==> config.mk <==
export PLATFORM = sky130hd
export DESIGN_NAME = rpDrive
export DESIGN_NICKNAME = d
export VERILOG_FILES = /design/src/source/rpPkg.sv /design/src/source/rpDiagReadDecoder.sv /design/src/source/rpDrive.sv /design/src/source/rpDriveCtrl.sv /design/src/source/rpMaintReg.sv /design/src/source/rpRegBus.sv
export VERILOG_INCLUDE_DIRS = /design/src /design/src/source
export SDC_FILE = /design/constraint.sdc
export NUM_CORES = 1
export LEC_CHECK = 0
export BUFFER_PORTS_ARGS = -buffer_cell sky130_fd_sc_hd__clkbuf_2
export CORE_MARGIN = 10
export CORE_UTILIZATION = 49
export DETAILED_ROUTE_END_ITERATION = 8
export HOLD_SLACK_MARGIN = 0.02
export PLACE_DENSITY = 0.75
export SYNTH_ARGS = -nofsm -noshare
export SYNTH_HDL_FRONTEND = slang
export SYNTH_SLANG_ARGS = --single-unit
==> constraint.sdc <==
create_clock -name clk -period 1.6 [get_ports clk]
set_clock_uncertainty 0.2 [all_clocks]
set_input_delay 0.16 -clock clk [delete_from_list [all_inputs] [get_ports clk]]
set_output_delay 0.16 -clock clk [all_outputs]
set_load 0.01 [all_outputs]
==> src/source/rp_macros.svh <==
////////////////////////////////////////////////////////////////////////////
// RP drive register block constants
// Addresses, bit positions, decoder field lengths and timer values
////////////////////////////////////////////////////////////////////////////
`ifndef RP_MACROS_SVH
`define RP_MACROS_SVH

// Bus widths
`define RP_ADDR_WIDTH   5
`define RP_DATA_WIDTH   36
`define RP_REG_WIDTH    16
`define RP_CS_WIDTH     6

// Drive register addresses
`define RP_ADDR_CS1     5'd0
`define RP_ADDR_DS      5'd1
`define RP_ADDR_MR      5'd3
`define RP_ADDR_LA      5'd7

// Register bus FSM states
`define RP_BUS_IDLE     2'd0
`define RP_BUS_STROBE   2'd1
`define RP_BUS_ACK      2'd2

// Function codes
`define RP_FUNC_WIDTH   5
`define RP_FUNC_DRVCLR  5'o04

// RPDS bit positions
`define RP_DS_DRY_BIT   7
`define RP_DS_DMD_BIT   1

// Sector count position in RPLA
`define RP_LA_SECT_LSB  6
`define RP_SECT_WIDTH   5
`define RP_SECTORS      5'd20

// Diagnostic read decoder
`define RP_HIST_WIDTH   16
`define RP_SYNC_BYTE    8'h01
`define RP_BITCNT_WIDTH 6
`define RP_DATA_BITS    6'd32
`define RP_ECC_BITS     6'd16

// Busy period after a non-clear GO
`define RP_BUSY_WIDTH   4
`define RP_BUSY_CYCLES  4'd8

`endif

==> src/source/rpPkg.sv <==
////////////////////////////////////////////////////////////////////////////
// RP drive shared types
// Host write word with control and maintenance views
////////////////////////////////////////////////////////////////////////////
`default_nettype none

`include "rp_macros.svh"

package rpPkg;

   //
   // Host write word, decoded as RPCS1 or RPMR
   // Same 36 bits, field meaning depends on the addressed register
   //
   typedef union packed
   {
      // RPCS1 view
      struct packed
      {
         logic [`RP_DATA_WIDTH-7:0]   unused;
         // Function code
         logic [`RP_FUNC_WIDTH-1:0]   fun;
         // Go bit
         logic                        go;
      } cs1;

      // RPMR view
      struct packed
      {
         logic [`RP_DATA_WIDTH-6:0]   unused;
         // Diagnostic read data
         logic                        drdd;
         // Diagnostic sector clock
         logic                        dsck;
         // Diagnostic index pulse
         logic                        dind;
         // Diagnostic clock
         logic                        dclk;
         // Diagnostic mode
         logic                        dmd;
      } mr;
   } rpWriteWord_t;

endpackage

`default_nettype wire

==> src/source/rpDiagReadDecoder.sv <==
////////////////////////////////////////////////////////////////////////////
// RP diagnostic read decoder
// Serial read data to sync, zero, field envelopes, word clock and sector
////////////////////////////////////////////////////////////////////////////
`default_nettype none
`timescale 1ns/1ps

`include "rp_macros.svh"

module rpDiagReadDecoder
(
   input  wire                           clk,
   input  wire                           rst,
   input  wire                           dmd,
   input  wire                           dclk,
   input  wire                           dind,
   input  wire                           dsck,
   input  wire                           drdd,
   output logic                          sbd,
   output logic                          zd,
   output logic                          dfe,
   output logic                          ece,
   output logic                          dwrd,
   output logic [`RP_SECT_WIDTH-1:0]     sector
);

   logic                           dclkPrev;
   logic                           dindPrev;
   logic                           dsckPrev;
   logic                           dclkRise;
   logic                           dindRise;
   logic                           dsckRise;
   logic [`RP_HIST_WIDTH-1:0]      history;
   logic [`RP_HIST_WIDTH-1:0]      histNext;
   logic [`RP_BITCNT_WIDTH-1:0]    bitCnt;

   ////////////////////////////////////////////////////////////////////////
   // Edge detect on the software clocks
   ////////////////////////////////////////////////////////////////////////

   always_ff @(posedge clk or posedge rst)
   begin
      if (rst)
      begin
         dclkPrev <= 1'b0;
         dindPrev <= 1'b0;
         dsckPrev <= 1'b0;
      end
      else
      begin
         dclkPrev <= dclk & dmd;
         dindPrev <= dind & dmd;
         dsckPrev <= dsck & dmd;
      end
   end

   assign dclkRise = dclk & ~dclkPrev;
   assign dindRise = dind & ~dindPrev;
   assign dsckRise = dsck & ~dsckPrev;

   ////////////////////////////////////////////////////////////////////////
   // Serial read path
   ////////////////////////////////////////////////////////////////////////

   assign histNext = {history[`RP_HIST_WIDTH-2:0], drdd};

   // History starts as all ones, so zd needs a full 16 zero bits
   assign zd = (history == '0);

   always_ff @(posedge clk or posedge rst)
   begin
      if (rst)
      begin
         history <= '1;
         bitCnt  <= '0;
         sbd     <= 1'b0;
         dfe     <= 1'b0;
         ece     <= 1'b0;
         dwrd    <= 1'b0;
      end
      else if (!dmd)
      begin
         history <= '1;
         bitCnt  <= '0;
         sbd     <= 1'b0;
         dfe     <= 1'b0;
         ece     <= 1'b0;
         dwrd    <= 1'b0;
      end
      else if (dclkRise)
      begin
         history <= histNext;
         if (!sbd)
         begin
            // Hunting for the sync byte
            if (histNext[7:0] == `RP_SYNC_BYTE)
            begin
               sbd    <= 1'b1;
               dfe    <= 1'b1;
               bitCnt <= '0;
            end
         end
         else if (dfe)
         begin
            // Word clock flips on each 16 bit boundary
            if (&bitCnt[3:0])
               dwrd <= ~dwrd;
            if (bitCnt == `RP_DATA_BITS - 1'b1)
            begin
               dfe    <= 1'b0;
               ece    <= 1'b1;
               bitCnt <= '0;
            end
            else
               bitCnt <= bitCnt + 1'b1;
         end
         else if (ece)
         begin
            // End of ECC field, back to sync hunt
            if (bitCnt == `RP_ECC_BITS - 1'b1)
            begin
               ece    <= 1'b0;
               sbd    <= 1'b0;
               bitCnt <= '0;
            end
            else
               bitCnt <= bitCnt + 1'b1;
         end
      end
   end

   ////////////////////////////////////////////////////////////////////////
   // Sector counter
   ////////////////////////////////////////////////////////////////////////

   always_ff @(posedge clk or posedge rst)
   begin
      if (rst)
         sector <= '0;
      else if (!dmd | dindRise)
         sector <= '0;
      else if (dsckRise)
      begin
         // Wraps at sectors per track
         if (sector == `RP_SECTORS - 1'b1)
            sector <= '0;
         else
            sector <= sector + 1'b1;
      end
   end

endmodule

`default_nettype wire

==> src/source/rpDrive.sv <==
////////////////////////////////////////////////////////////////////////////
// RP drive register block top level
// Register bus, drive control, RPMR and diagnostic read decoder
////////////////////////////////////////////////////////////////////////////
`default_nettype none
`timescale 1ns/1ps

`include "rp_macros.svh"

module rpDrive
(
   input  wire                           clk,
   input  wire                           rst,
   input  wire                           clr,
   input  wire                           regReq,
   input  wire                           regWrite,
   input  wire  [`RP_ADDR_WIDTH-1:0]     regAddr,
   input  wire  [`RP_DATA_WIDTH-1:0]     regDataIn,
   output logic                          regAck,
   output logic [`RP_REG_WIDTH-1:0]      regDataOut
);

   import rpPkg::*;

   // Bus side
   rpWriteWord_t                 dataIn;
   logic                         cs1Write;
   logic                         mrWrite;
   // Register contents
   logic [`RP_CS_WIDTH-1:0]      csReg;
   logic [`RP_REG_WIDTH-1:0]     dsReg;
   logic [`RP_REG_WIDTH-1:0]     mrReg;
   logic [`RP_SECT_WIDTH-1:0]    sector;
   // Drive state
   logic                         dry;
   logic                         drvClr;
   logic                         dmd;
   // Diagnostic bits and decoder flags
   logic                         dclk;
   logic                         dind;
   logic                         dsck;
   logic                         drdd;
   logic                         sbd;
   logic                         zd;
   logic                         dfe;
   logic                         ece;
   logic                         dwrd;

   rpRegBus u_rpRegBus
   (
      .clk        (clk),
      .rst        (rst),
      .regReq     (regReq),
      .regWrite   (regWrite),
      .regAddr    (regAddr),
      .regDataIn  (regDataIn),
      .csReg      (csReg),
      .dsReg      (dsReg),
      .mrReg      (mrReg),
      .sector     (sector),
      .regAck     (regAck),
      .regDataOut (regDataOut),
      .cs1Write   (cs1Write),
      .mrWrite    (mrWrite),
      .dataIn     (dataIn)
   );

   rpDriveCtrl u_rpDriveCtrl
   (
      .clk        (clk),
      .rst        (rst),
      .clr        (clr),
      .cs1Write   (cs1Write),
      .dataIn     (dataIn),
      .dmd        (dmd),
      .csReg      (csReg),
      .dsReg      (dsReg),
      .dry        (dry),
      .drvClr     (drvClr)
   );

   rpMaintReg u_rpMaintReg
   (
      .clk        (clk),
      .rst        (rst),
      .clr        (clr),
      .drvClr     (drvClr),
      .dataIn     (dataIn),
      .mrWrite    (mrWrite),
      .dry        (dry),
      .sbd        (sbd),
      .zd         (zd),
      .dfe        (dfe),
      .ece        (ece),
      .dwrd       (dwrd),
      .mrReg      (mrReg),
      .dmd        (dmd),
      .dclk       (dclk),
      .dind       (dind),
      .dsck       (dsck),
      .drdd       (drdd)
   );

   rpDiagReadDecoder u_rpDiagReadDecoder
   (
      .clk        (clk),
      .rst        (rst),
      .dmd        (dmd),
      .dclk       (dclk),
      .dind       (dind),
      .dsck       (dsck),
      .drdd       (drdd),
      .sbd        (sbd),
      .zd         (zd),
      .dfe        (dfe),
      .ece        (ece),
      .dwrd       (dwrd),
      .sector     (sector)
   );

endmodule

`default_nettype wire

==> src/source/rpDriveCtrl.sv <==
////////////////////////////////////////////////////////////////////////////
// RP drive control
// RPCS1 function code, GO decode, drive clear and busy timer
////////////////////////////////////////////////////////////////////////////
`default_nettype none
`timescale 1ns/1ps

`include "rp_macros.svh"

module rpDriveCtrl
(
   input  wire                           clk,
   input  wire                           rst,
   input  wire                           clr,
   input  wire                           cs1Write,
   input  wire  rpPkg::rpWriteWord_t     dataIn,
   input  wire                           dmd,
   output logic [`RP_CS_WIDTH-1:0]       csReg,
   output logic [`RP_REG_WIDTH-1:0]      dsReg,
   output logic                          dry,
   output logic                          drvClr
);

   logic [`RP_FUNC_WIDTH-1:0]   funCode;
   logic [`RP_BUSY_WIDTH-1:0]   busyCnt;
   logic                        goWrite;
   logic                        clrGo;

   // GO with the drive clear code
   assign goWrite = cs1Write & dataIn.cs1.go;
   assign clrGo   = goWrite & (dataIn.cs1.fun == `RP_FUNC_DRVCLR);

   // Function code register, loads only while ready
   always_ff @(posedge clk or posedge rst)
   begin
      if (rst)
         funCode <= '0;
      else if (clr)
         funCode <= '0;
      else if (cs1Write & dry)
         funCode <= dataIn.cs1.fun;
   end

   // One clock drive clear pulse
   always_ff @(posedge clk or posedge rst)
   begin
      if (rst)
         drvClr <= 1'b0;
      else
         drvClr <= clrGo;
   end

   // Busy timer, other functions just hold off ready
   // clr does not abort it
   always_ff @(posedge clk or posedge rst)
   begin
      if (rst)
         busyCnt <= '0;
      else if (goWrite & ~clrGo & dry)
         busyCnt <= `RP_BUSY_CYCLES;
      else if (busyCnt != '0)
         busyCnt <= busyCnt - 1'b1;
   end

   assign dry = (busyCnt == '0);

   // GO reads back set while the function runs
   assign csReg = {funCode, ~dry};

   // RPDS
   always_comb
   begin
      dsReg = '0;
      dsReg[`RP_DS_DRY_BIT] = dry;
      dsReg[`RP_DS_DMD_BIT] = dmd;
   end

endmodule

`default_nettype wire

==> src/source/rpMaintReg.sv <==
////////////////////////////////////////////////////////////////////////////
// RP maintenance register (RPMR)
// Diagnostic mode and the software driven diagnostic bits
////////////////////////////////////////////////////////////////////////////
`default_nettype none
`timescale 1ns/1ps

`include "rp_macros.svh"

module rpMaintReg
(
   input  wire                           clk,
   input  wire                           rst,
   input  wire                           clr,
   input  wire                           drvClr,
   input  wire  rpPkg::rpWriteWord_t     dataIn,
   input  wire                           mrWrite,
   input  wire                           dry,
   input  wire                           sbd,
   input  wire                           zd,
   input  wire                           dfe,
   input  wire                           ece,
   input  wire                           dwrd,
   output logic [`RP_REG_WIDTH-1:0]      mrReg,
   output logic                          dmd,
   output logic                          dclk,
   output logic                          dind,
   output logic                          dsck,
   output logic                          drdd
);

   // drdd, dsck, dind, dclk, same order as in the register
   logic [3:0]   diagBits;

   // Mode only changes while the drive is ready
   always_ff @(posedge clk or posedge rst)
   begin
      if (rst)
         dmd <= 1'b0;
      else if (clr | drvClr)
         dmd <= 1'b0;
      else if (mrWrite & dry)
         dmd <= dataIn.mr.dmd;
   end

   // Diagnostic bits, forced low outside diagnostic mode
   always_ff @(posedge clk or posedge rst)
   begin
      if (rst)
         diagBits <= '0;
      else if (clr | drvClr | ~dmd)
         diagBits <= '0;
      else if (mrWrite)
         diagBits <= {dataIn.mr.drdd, dataIn.mr.dsck, dataIn.mr.dind, dataIn.mr.dclk};
   end

   assign drdd = diagBits[3];
   assign dsck = diagBits[2];
   assign dind = diagBits[1];
   assign dclk = diagBits[0];

   // Upper six bits read as zero
   assign mrReg = {6'b0, sbd, zd, dfe, ece, dwrd, diagBits, dmd};

endmodule

`default_nettype wire

==> src/source/rpRegBus.sv <==
////////////////////////////////////////////////////////////////////////////
// RP register bus slave
// Four-phase req/ack handshake, write strobes and read data mux
////////////////////////////////////////////////////////////////////////////
`default_nettype none
`timescale 1ns/1ps

`include "rp_macros.svh"

module rpRegBus
(
   input  wire                           clk,
   input  wire                           rst,
   input  wire                           regReq,
   input  wire                           regWrite,
   input  wire  [`RP_ADDR_WIDTH-1:0]     regAddr,
   input  wire  [`RP_DATA_WIDTH-1:0]     regDataIn,
   input  wire  [`RP_CS_WIDTH-1:0]       csReg,
   input  wire  [`RP_REG_WIDTH-1:0]      dsReg,
   input  wire  [`RP_REG_WIDTH-1:0]      mrReg,
   input  wire  [`RP_SECT_WIDTH-1:0]     sector,
   output logic                          regAck,
   output logic [`RP_REG_WIDTH-1:0]      regDataOut,
   output logic                          cs1Write,
   output logic                          mrWrite,
   output rpPkg::rpWriteWord_t           dataIn
);

   logic [1:0]                 state;
   logic                       wrReq;
   logic [`RP_REG_WIDTH-1:0]   rdWord;

   // Write data goes straight to the registers with the strobe
   assign dataIn = regDataIn;

   // Strobe only from idle, so a held request writes once
   assign wrReq    = (state == `RP_BUS_IDLE) & regReq & regWrite;
   assign cs1Write = wrReq & (regAddr == `RP_ADDR_CS1);
   assign mrWrite  = wrReq & (regAddr == `RP_ADDR_MR);

   // RPDS and RPLA are read only
   assign regAck = (state == `RP_BUS_ACK);

   ////////////////////////////////////////////////////////////////////////
   // Read mux
   ////////////////////////////////////////////////////////////////////////

   always_comb
   begin
      rdWord = '0;
      case (regAddr)
         `RP_ADDR_CS1:
         begin
            rdWord[`RP_CS_WIDTH-1:0] = csReg;
         end
         `RP_ADDR_DS:
         begin
            rdWord = dsReg;
         end
         `RP_ADDR_MR:
         begin
            rdWord = mrReg;
         end
         `RP_ADDR_LA:
         begin
            // Sector count sits above the unused low bits
            rdWord[`RP_LA_SECT_LSB +: `RP_SECT_WIDTH] = sector;
         end
         default:
         begin
            // Unknown address reads as zero
            rdWord = '0;
         end
      endcase
   end

   ////////////////////////////////////////////////////////////////////////
   // Handshake FSM
   ////////////////////////////////////////////////////////////////////////

   always_ff @(posedge clk or posedge rst)
   begin
      if (rst)
      begin
         state <= `RP_BUS_IDLE;
      end
      else
      begin
         case (state)
            `RP_BUS_IDLE:
            begin
               if (regReq)
                  state <= `RP_BUS_STROBE;
            end
            `RP_BUS_STROBE:
            begin
               state <= `RP_BUS_ACK;
            end
            `RP_BUS_ACK:
            begin
               // Hold ack until the host lets go
               if (!regReq)
                  state <= `RP_BUS_IDLE;
            end
            default:
            begin
               state <= `RP_BUS_IDLE;
            end
         endcase
      end
   end

   // Read word captured as ack rises, after any write has landed
   always_ff @(posedge clk)
   begin
      if (state == `RP_BUS_STROBE)
         regDataOut <= rdWord;
   end

endmodule

`default_nettype wire

# Word-level counts from Yosys, hierarchy flattened
# Index checks and enable logic that the tools add are counted.
# op_classes
muxes,50
eq_ne,19
bitwise_logic,26
add_sub_neg,3
reduce_logical,17
# ops
op,n
6-bit 2-to-1 mux,8
16-bit 2-to-1 mux,2
1-bit 2-to-1 mux,26
5-bit 2-to-1 mux,5
6-bit one-hot mux with 3 select lines,1
1-bit bitwise AND,16
16-bit logical NOT,1
4-bit 2-to-1 mux,4
5-bit one-hot mux with 3 select lines,1
"5-bit by 3-bit == test with 1-bit output, second input constant",2
2-bit nonzero test,5
"8-bit by 1-bit == test with 1-bit output, second input constant",1
"2-bit by 1-bit != test with 1-bit output, second input constant",4
4-bit AND reduction,2
1-bit NOT,7
"6-bit by 1-bit adder with 6-bit output, second input constant",1
"6-bit by 4-bit == test with 1-bit output, second input constant",1
"6-bit by 5-bit == test with 1-bit output, second input constant",1
2-bit one-hot mux with 3 select lines,1
3-bit AND reduction,2
"5-bit by 1-bit adder with 5-bit output, second input constant",1
"5-bit by 1-bit == test with 1-bit output, second input constant",1
"5-bit by 2-bit == test with 1-bit output, second input constant",1
"5-bit == test, second input constant",1
15 further kinds,20
# totals
out_inout_bits,17
ff_bits,62
word_cells,132
input_bits,46

# Depth between registers and ports, before layout
# logic_depth
word_depth,10
depth_mapped,6

# By module
# From an unflattened synthesis, not the netlist that was laid out.
# unflattened
cells_unflattened,372
hier_area_um2,3837.4
# modules_own_cells
mod,seq_area_each_um2,n_inst,cells_each,area_per_inst_um2
rpDiagReadDecoder,870.8,1,173,1669.1
rpRegBus,530.5,1,99,1189.9
rpDriveCtrl,250.2,1,64,620.6
rpMaintReg,125.1,1,36,357.8

# Worst setup path before layout
# Ideal clock, no wire load.
# synth_timing
kind,reg-to-reg
startpoint,register u_rpDriveCtrl.busyCnt[0]
endpoint,"register u_rpRegBus.regDataOut[0], data pin"
t_arrival_ns,1.295
stages_incl_launch_ff,6
period_less_slack_ns,1.751
setup_ns,0.256
setup_slack_ns,-0.151
required_time_ns,1.144
cell_sequence,dfrtp_1 inv_1 ha_1 inv_1 or3_1 a22o_1
# synth_between
elab_chain_len,3
# synth_lines
element,line,rtl
start: declaration,rpDriveCtrl.sv:25,logic [`RP_BUSY_WIDTH-1:0] busyCnt;
start signal: assignment,rpDriveCtrl.sv:60,busyCnt <= `RP_BUSY_CYCLES;
start signal: assignment,rpDriveCtrl.sv:62,busyCnt <= busyCnt - 1'b1;
4-bit logical NOT,rpDriveCtrl.sv:65,assign dry = (busyCnt == '0);
1-bit NOT,rpDriveCtrl.sv:68,"assign csReg = {funCode, ~dry};"
6-bit one-hot mux with 3 select lines,rpRegBus.sv:51,case (regAddr)
via u_rpRegBus.rdWord[0],rpRegBus.sv:31,logic [`RP_REG_WIDTH-1:0] rdWord;
end signal: assignment,rpRegBus.sv:117,regDataOut <= rdWord;
end: declaration,rpRegBus.sv:23,"output logic [`RP_REG_WIDTH-1:0] regDataOut,"
# The timed path passes the listed nets, and every way through them passes these cells.
# A chain may end at the register's enable or synchronous reset.

# Worst setup path in the final report
# layout_timing
startpoint,register u_rpDiagReadDecoder.sbd
endpoint,register u_rpDiagReadDecoder.bitCnt[3]
# layout_between
elab_chain_len,3
# layout_lines
element,line,rtl
start: declaration,rpDiagReadDecoder.sv:19,"output logic sbd,"
start signal: assignment,rpDiagReadDecoder.sv:76,sbd <= 1'b0;
start signal: assignment,rpDiagReadDecoder.sv:85,sbd <= 1'b0;
start signal: assignment,rpDiagReadDecoder.sv:98,sbd <= 1'b1;
6-bit 2-to-1 mux,rpDiagReadDecoder.sv:93,if (!sbd)
6-bit 2-to-1 mux,rpDiagReadDecoder.sv:90,else if (dclkRise)
6-bit 2-to-1 mux,rpDiagReadDecoder.sv:81,else if (!dmd)
end signal: assignment,rpDiagReadDecoder.sv:115,bitCnt <= bitCnt + 1'b1;
end signal: assignment,rpDiagReadDecoder.sv:127,bitCnt <= bitCnt + 1'b1;
end: declaration,rpDiagReadDecoder.sv:35,logic [`RP_BITCNT_WIDTH-1:0] bitCnt;
# Parallel ways exist; a longest one is shown, timed or not. The select of a mux whose other input is x is not followed.

==> out/qor.yml <==
ant_nets: 0
numCtsBuffers: 9
grt_max_degree: 52
crit_path_start_kind: "flop"
placed_cells: 436
gr-total-overflow: 0
min_period_ps: 1750
drc_errors: 0
intPower_mw: 3.03
n_fill_cell: 458
ys_seq_elements: 62
total_power_mw: 4.13
power_density_nw_per_um2: 1000
ys.flop_type: "dfrtp_1"
ff2ff_path_depth: 4
worst_slack_ps: -148
clock_power_share: 0.328
ys_warn_count: 0
dpl.hpwl_um: 5040
hold_viol: 0
worstHoldPathType: "input pin to flop"
cts_buffer_depth: 2
maxCapViolCount: 0
crit_fanout: 8
whs_path_depth: 3
status: "complete, but fails checks"
crit_arrival_ps: 1770
synth_cells: 295
layoutNonFillerInstCount: 471
p_sw_mw: 1.11
p_seq_frac: 0.445
violations: "negative setup slack"
cts_tree: "built"
die_h_um: 98.9
p_leak_nw: 1.86
synth_edf_count: 11
syn_area_um2: 3050
via_per_inst: 5.54
grt_pass1_wl_um: 12200
crit_type: "flop to flop"
seqCellArea_um2: 1630
root_buffer: "clkbuf_8"
rsz0062_at_grt: "yes"
power.share.combinational: 0.227
maxSlewHeadroom: 0.565
gp_congestion: 0.904
wl_um: 7600
insertion_delay_ps: 340
htree_levels: 3
first_global_vias: 2598
area_growth_pct: 35.0
cts_sinks: 62
antenna_found_initial: 0
ir_worst_vdd_mv: 1.08
critical_path_required_ps: 1620
num_vias: 2607
setup_viol: 16
synth_cell_types: 55
initial_utilization: 0.509
slew_viol_final: 0
async_flop_share: 0.823
multi_input_area_um2: 1460
endpoint_kind: "flop"
nets: 440
io_pins: 63
max_freq_mhz: 572
die_w_um: 98.9
grt_use_total: 0.152
drt-wirelength-per-cell_um: 16.1
core_um2: 5990
placement.setup.worst_slack_ps: -154
io_buffers: 27
first_iter_violations: 139
syn_avg_cell_area_um2: 10.3
switching_share: 0.268
seq_area_frac_synth: 0.533
worst_pin_slew_ps: 646
antennaDiodeCount: 0
min_period_over_period: 1.09
dr.pass1.iters: 4
dieArea_um2: 9780
clkTransAtPathRegs_ps: 70
drive_gt1_frac: 0.402
final_util: 0.687
rows: 28
## worst max-delay path: stages (launching register included)
cell and delay (ps):
dfrtp_1 520, nand2_1 240, or3_1 420, o211ai_2 130, o22ai_1 120
## layout by cell type, fill, tap and decap left out, types with 10 or more instances in the layout
master	netlist	layout
clkbuf_8	0	10
nand3_1	23	21
mux2i_1	13	12
nand2_1	45	45
dfstp_2	16	16
nor2_1	22	21
dfrtp_1	35	35
clkbuf_2	1	27
buf_4	5	56
edfxtp_1	11	11
## what timing repair did
action	in CTS	in global routing
setup buffers	3	9
endpoints found under the setup margin	17	26
hold endpoints to repair	64	0
resized for setup	12	27
pin swaps	14	14
hold buffers	9	0
## per-stage QoR
stage | TNS (ps) | hold slack [ps] | cell area [um^2]
2_1_floorplan | -194 | 26.4 | 3100
3_3_place_gp | -855 | 10.3 | 3630
3_5_place_dp | -1180 | 12.9 | 3630
4_1_cts | -1260 | 77.4 | 3980
5_1_grt | -2830 | 90.2 | 4120
6_report | -1290 | 86.9 | 4120
## flip-flops by register name, summed over array words and instances (netlist names)
| register | cells |
|---|---|
| u_rpDiagReadDecoder.history | 16 |
| u_rpRegBus.regDataOut | 11 |
| u_rpDiagReadDecoder.bitCnt | 6 |
| u_rpDiagReadDecoder.sector | 5 |
| u_rpDriveCtrl.funCode | 5 |
| u_rpDriveCtrl.busyCnt | 4 |
| u_rpMaintReg.diagBits | 4 |
| u_rpRegBus.state | 2 |
| u_rpDiagReadDecoder.dclkPrev | 1 |
| u_rpDiagReadDecoder.dfe | 1 |
| u_rpDiagReadDecoder.dindPrev | 1 |
| u_rpDiagReadDecoder.dsckPrev | 1 |
| u_rpDiagReadDecoder.dwrd | 1 |
| u_rpDiagReadDecoder.ece | 1 |
| u_rpDiagReadDecoder.sbd | 1 |
| u_rpDriveCtrl.drvClr | 1 |
| u_rpMaintReg.dmd | 1 |
## cells in the mapped netlist (2+ instances only)
cell type / n / area share
nand2_1: 45 / 0.055
dfrtp_1: 35 / 0.29
nand3_1: 23 / 0.038
nor2_1: 22 / 0.027
dfstp_2: 16 / 0.14
mux2i_1: 13 / 0.043
o21ai_0: 12 / 0.020
edfxtp_1: 11 / 0.11
a21oi_1: 10 / 0.016
inv_1: 10 / 0.012
a22o_1: 9 / 0.026
or3_1: 6 / 0.012
and2_1: 5 / 0.010
buf_4: 5 / 0.012
clkbuf_1: 5 / 0.0062
nand2b_1: 5 / 0.010
nand3b_1: 4 / 0.0098
nor2b_1: 4 / 0.0082
buf_2: 3 / 0.0049
ha_1: 3 / 0.012
nor3_1: 3 / 0.0049
nor3_2: 3 / 0.0098
nor3b_1: 3 / 0.0074
o22ai_1: 3 / 0.0062
a221oi_1: 2 / 0.0057
and3_1: 2 / 0.0041
buf_6: 2 / 0.0074
nand4_1: 2 / 0.0041
nor4_1: 2 / 0.0041
xnor2_1: 2 / 0.0057
## final timing paths
check | start | endpoint | slack, ps
worst max-delay path | u_rpDiagReadDecoder.sbd | u_rpDiagReadDecoder.bitCnt[3] | -150
min in group asynchronous | rst | u_rpDriveCtrl.busyCnt[3] | 200
worst max register to register | u_rpDiagReadDecoder.sbd | u_rpDiagReadDecoder.bitCnt[3] | -150
worst min register to register | u_rpDriveCtrl.drvClr | u_rpMaintReg.dmd | 240
max in group asynchronous | rst | u_rpDiagReadDecoder.history[4] | 710
worst min-delay path | regAddr[4] | u_rpRegBus.regDataOut[1] | 90
## area by class of cell
type	count	share of cell area
flip-flops and latches	62	0.395
multi-input cells	211	0.354
repair buffers	97	0.174
clock buffers	14	0.0371
well taps	75	0.0228
inverters	10	0.00912
clock inverters	2	0.00851
## power by group through the flow
stage	registers, mW	clock network (mW)	logic (mW)
final	1.84	1.35	0.939
after global routing	1.85	1.45	1.04
after CTS	1.84	1.38	0.870
after detailed placement	1.87	0	0.784
after global placement	1.85	0	0.758
after floorplan	1.91	0	0.369
## routing by layer
layer / part of all wire / up-vias / wire, um / global-route usage
li1: - / 1242 / - / -
met1: 0.43 / 1260 / 3230 / 0.184
met2: 0.50 / 88 / 3780 / 0.245
met3: 0.054 / 17 / 412 / 0.0405
met4: 0.023 / 0 / 176 / 0.0728
met5: 0 / - / 0 / 0
## logic make-up (layout without fill, tap and decap cells)
group,Yosys count,count (layout),share of synthesized area
AOI/OAI and AO/OA,49,49,0.116
xor gates and xnor gates,2,2,0.00575
adders and majority gates,3,3,0.0123
buffers and inverters,26,123,0.0447
DFF,62,62,0.533
muxes,14,14,0.0464
other,1,5,0.00123
and+or+nand+nor,138,138,0.240
Note: power is estimated with default switching activity, not from simulation.
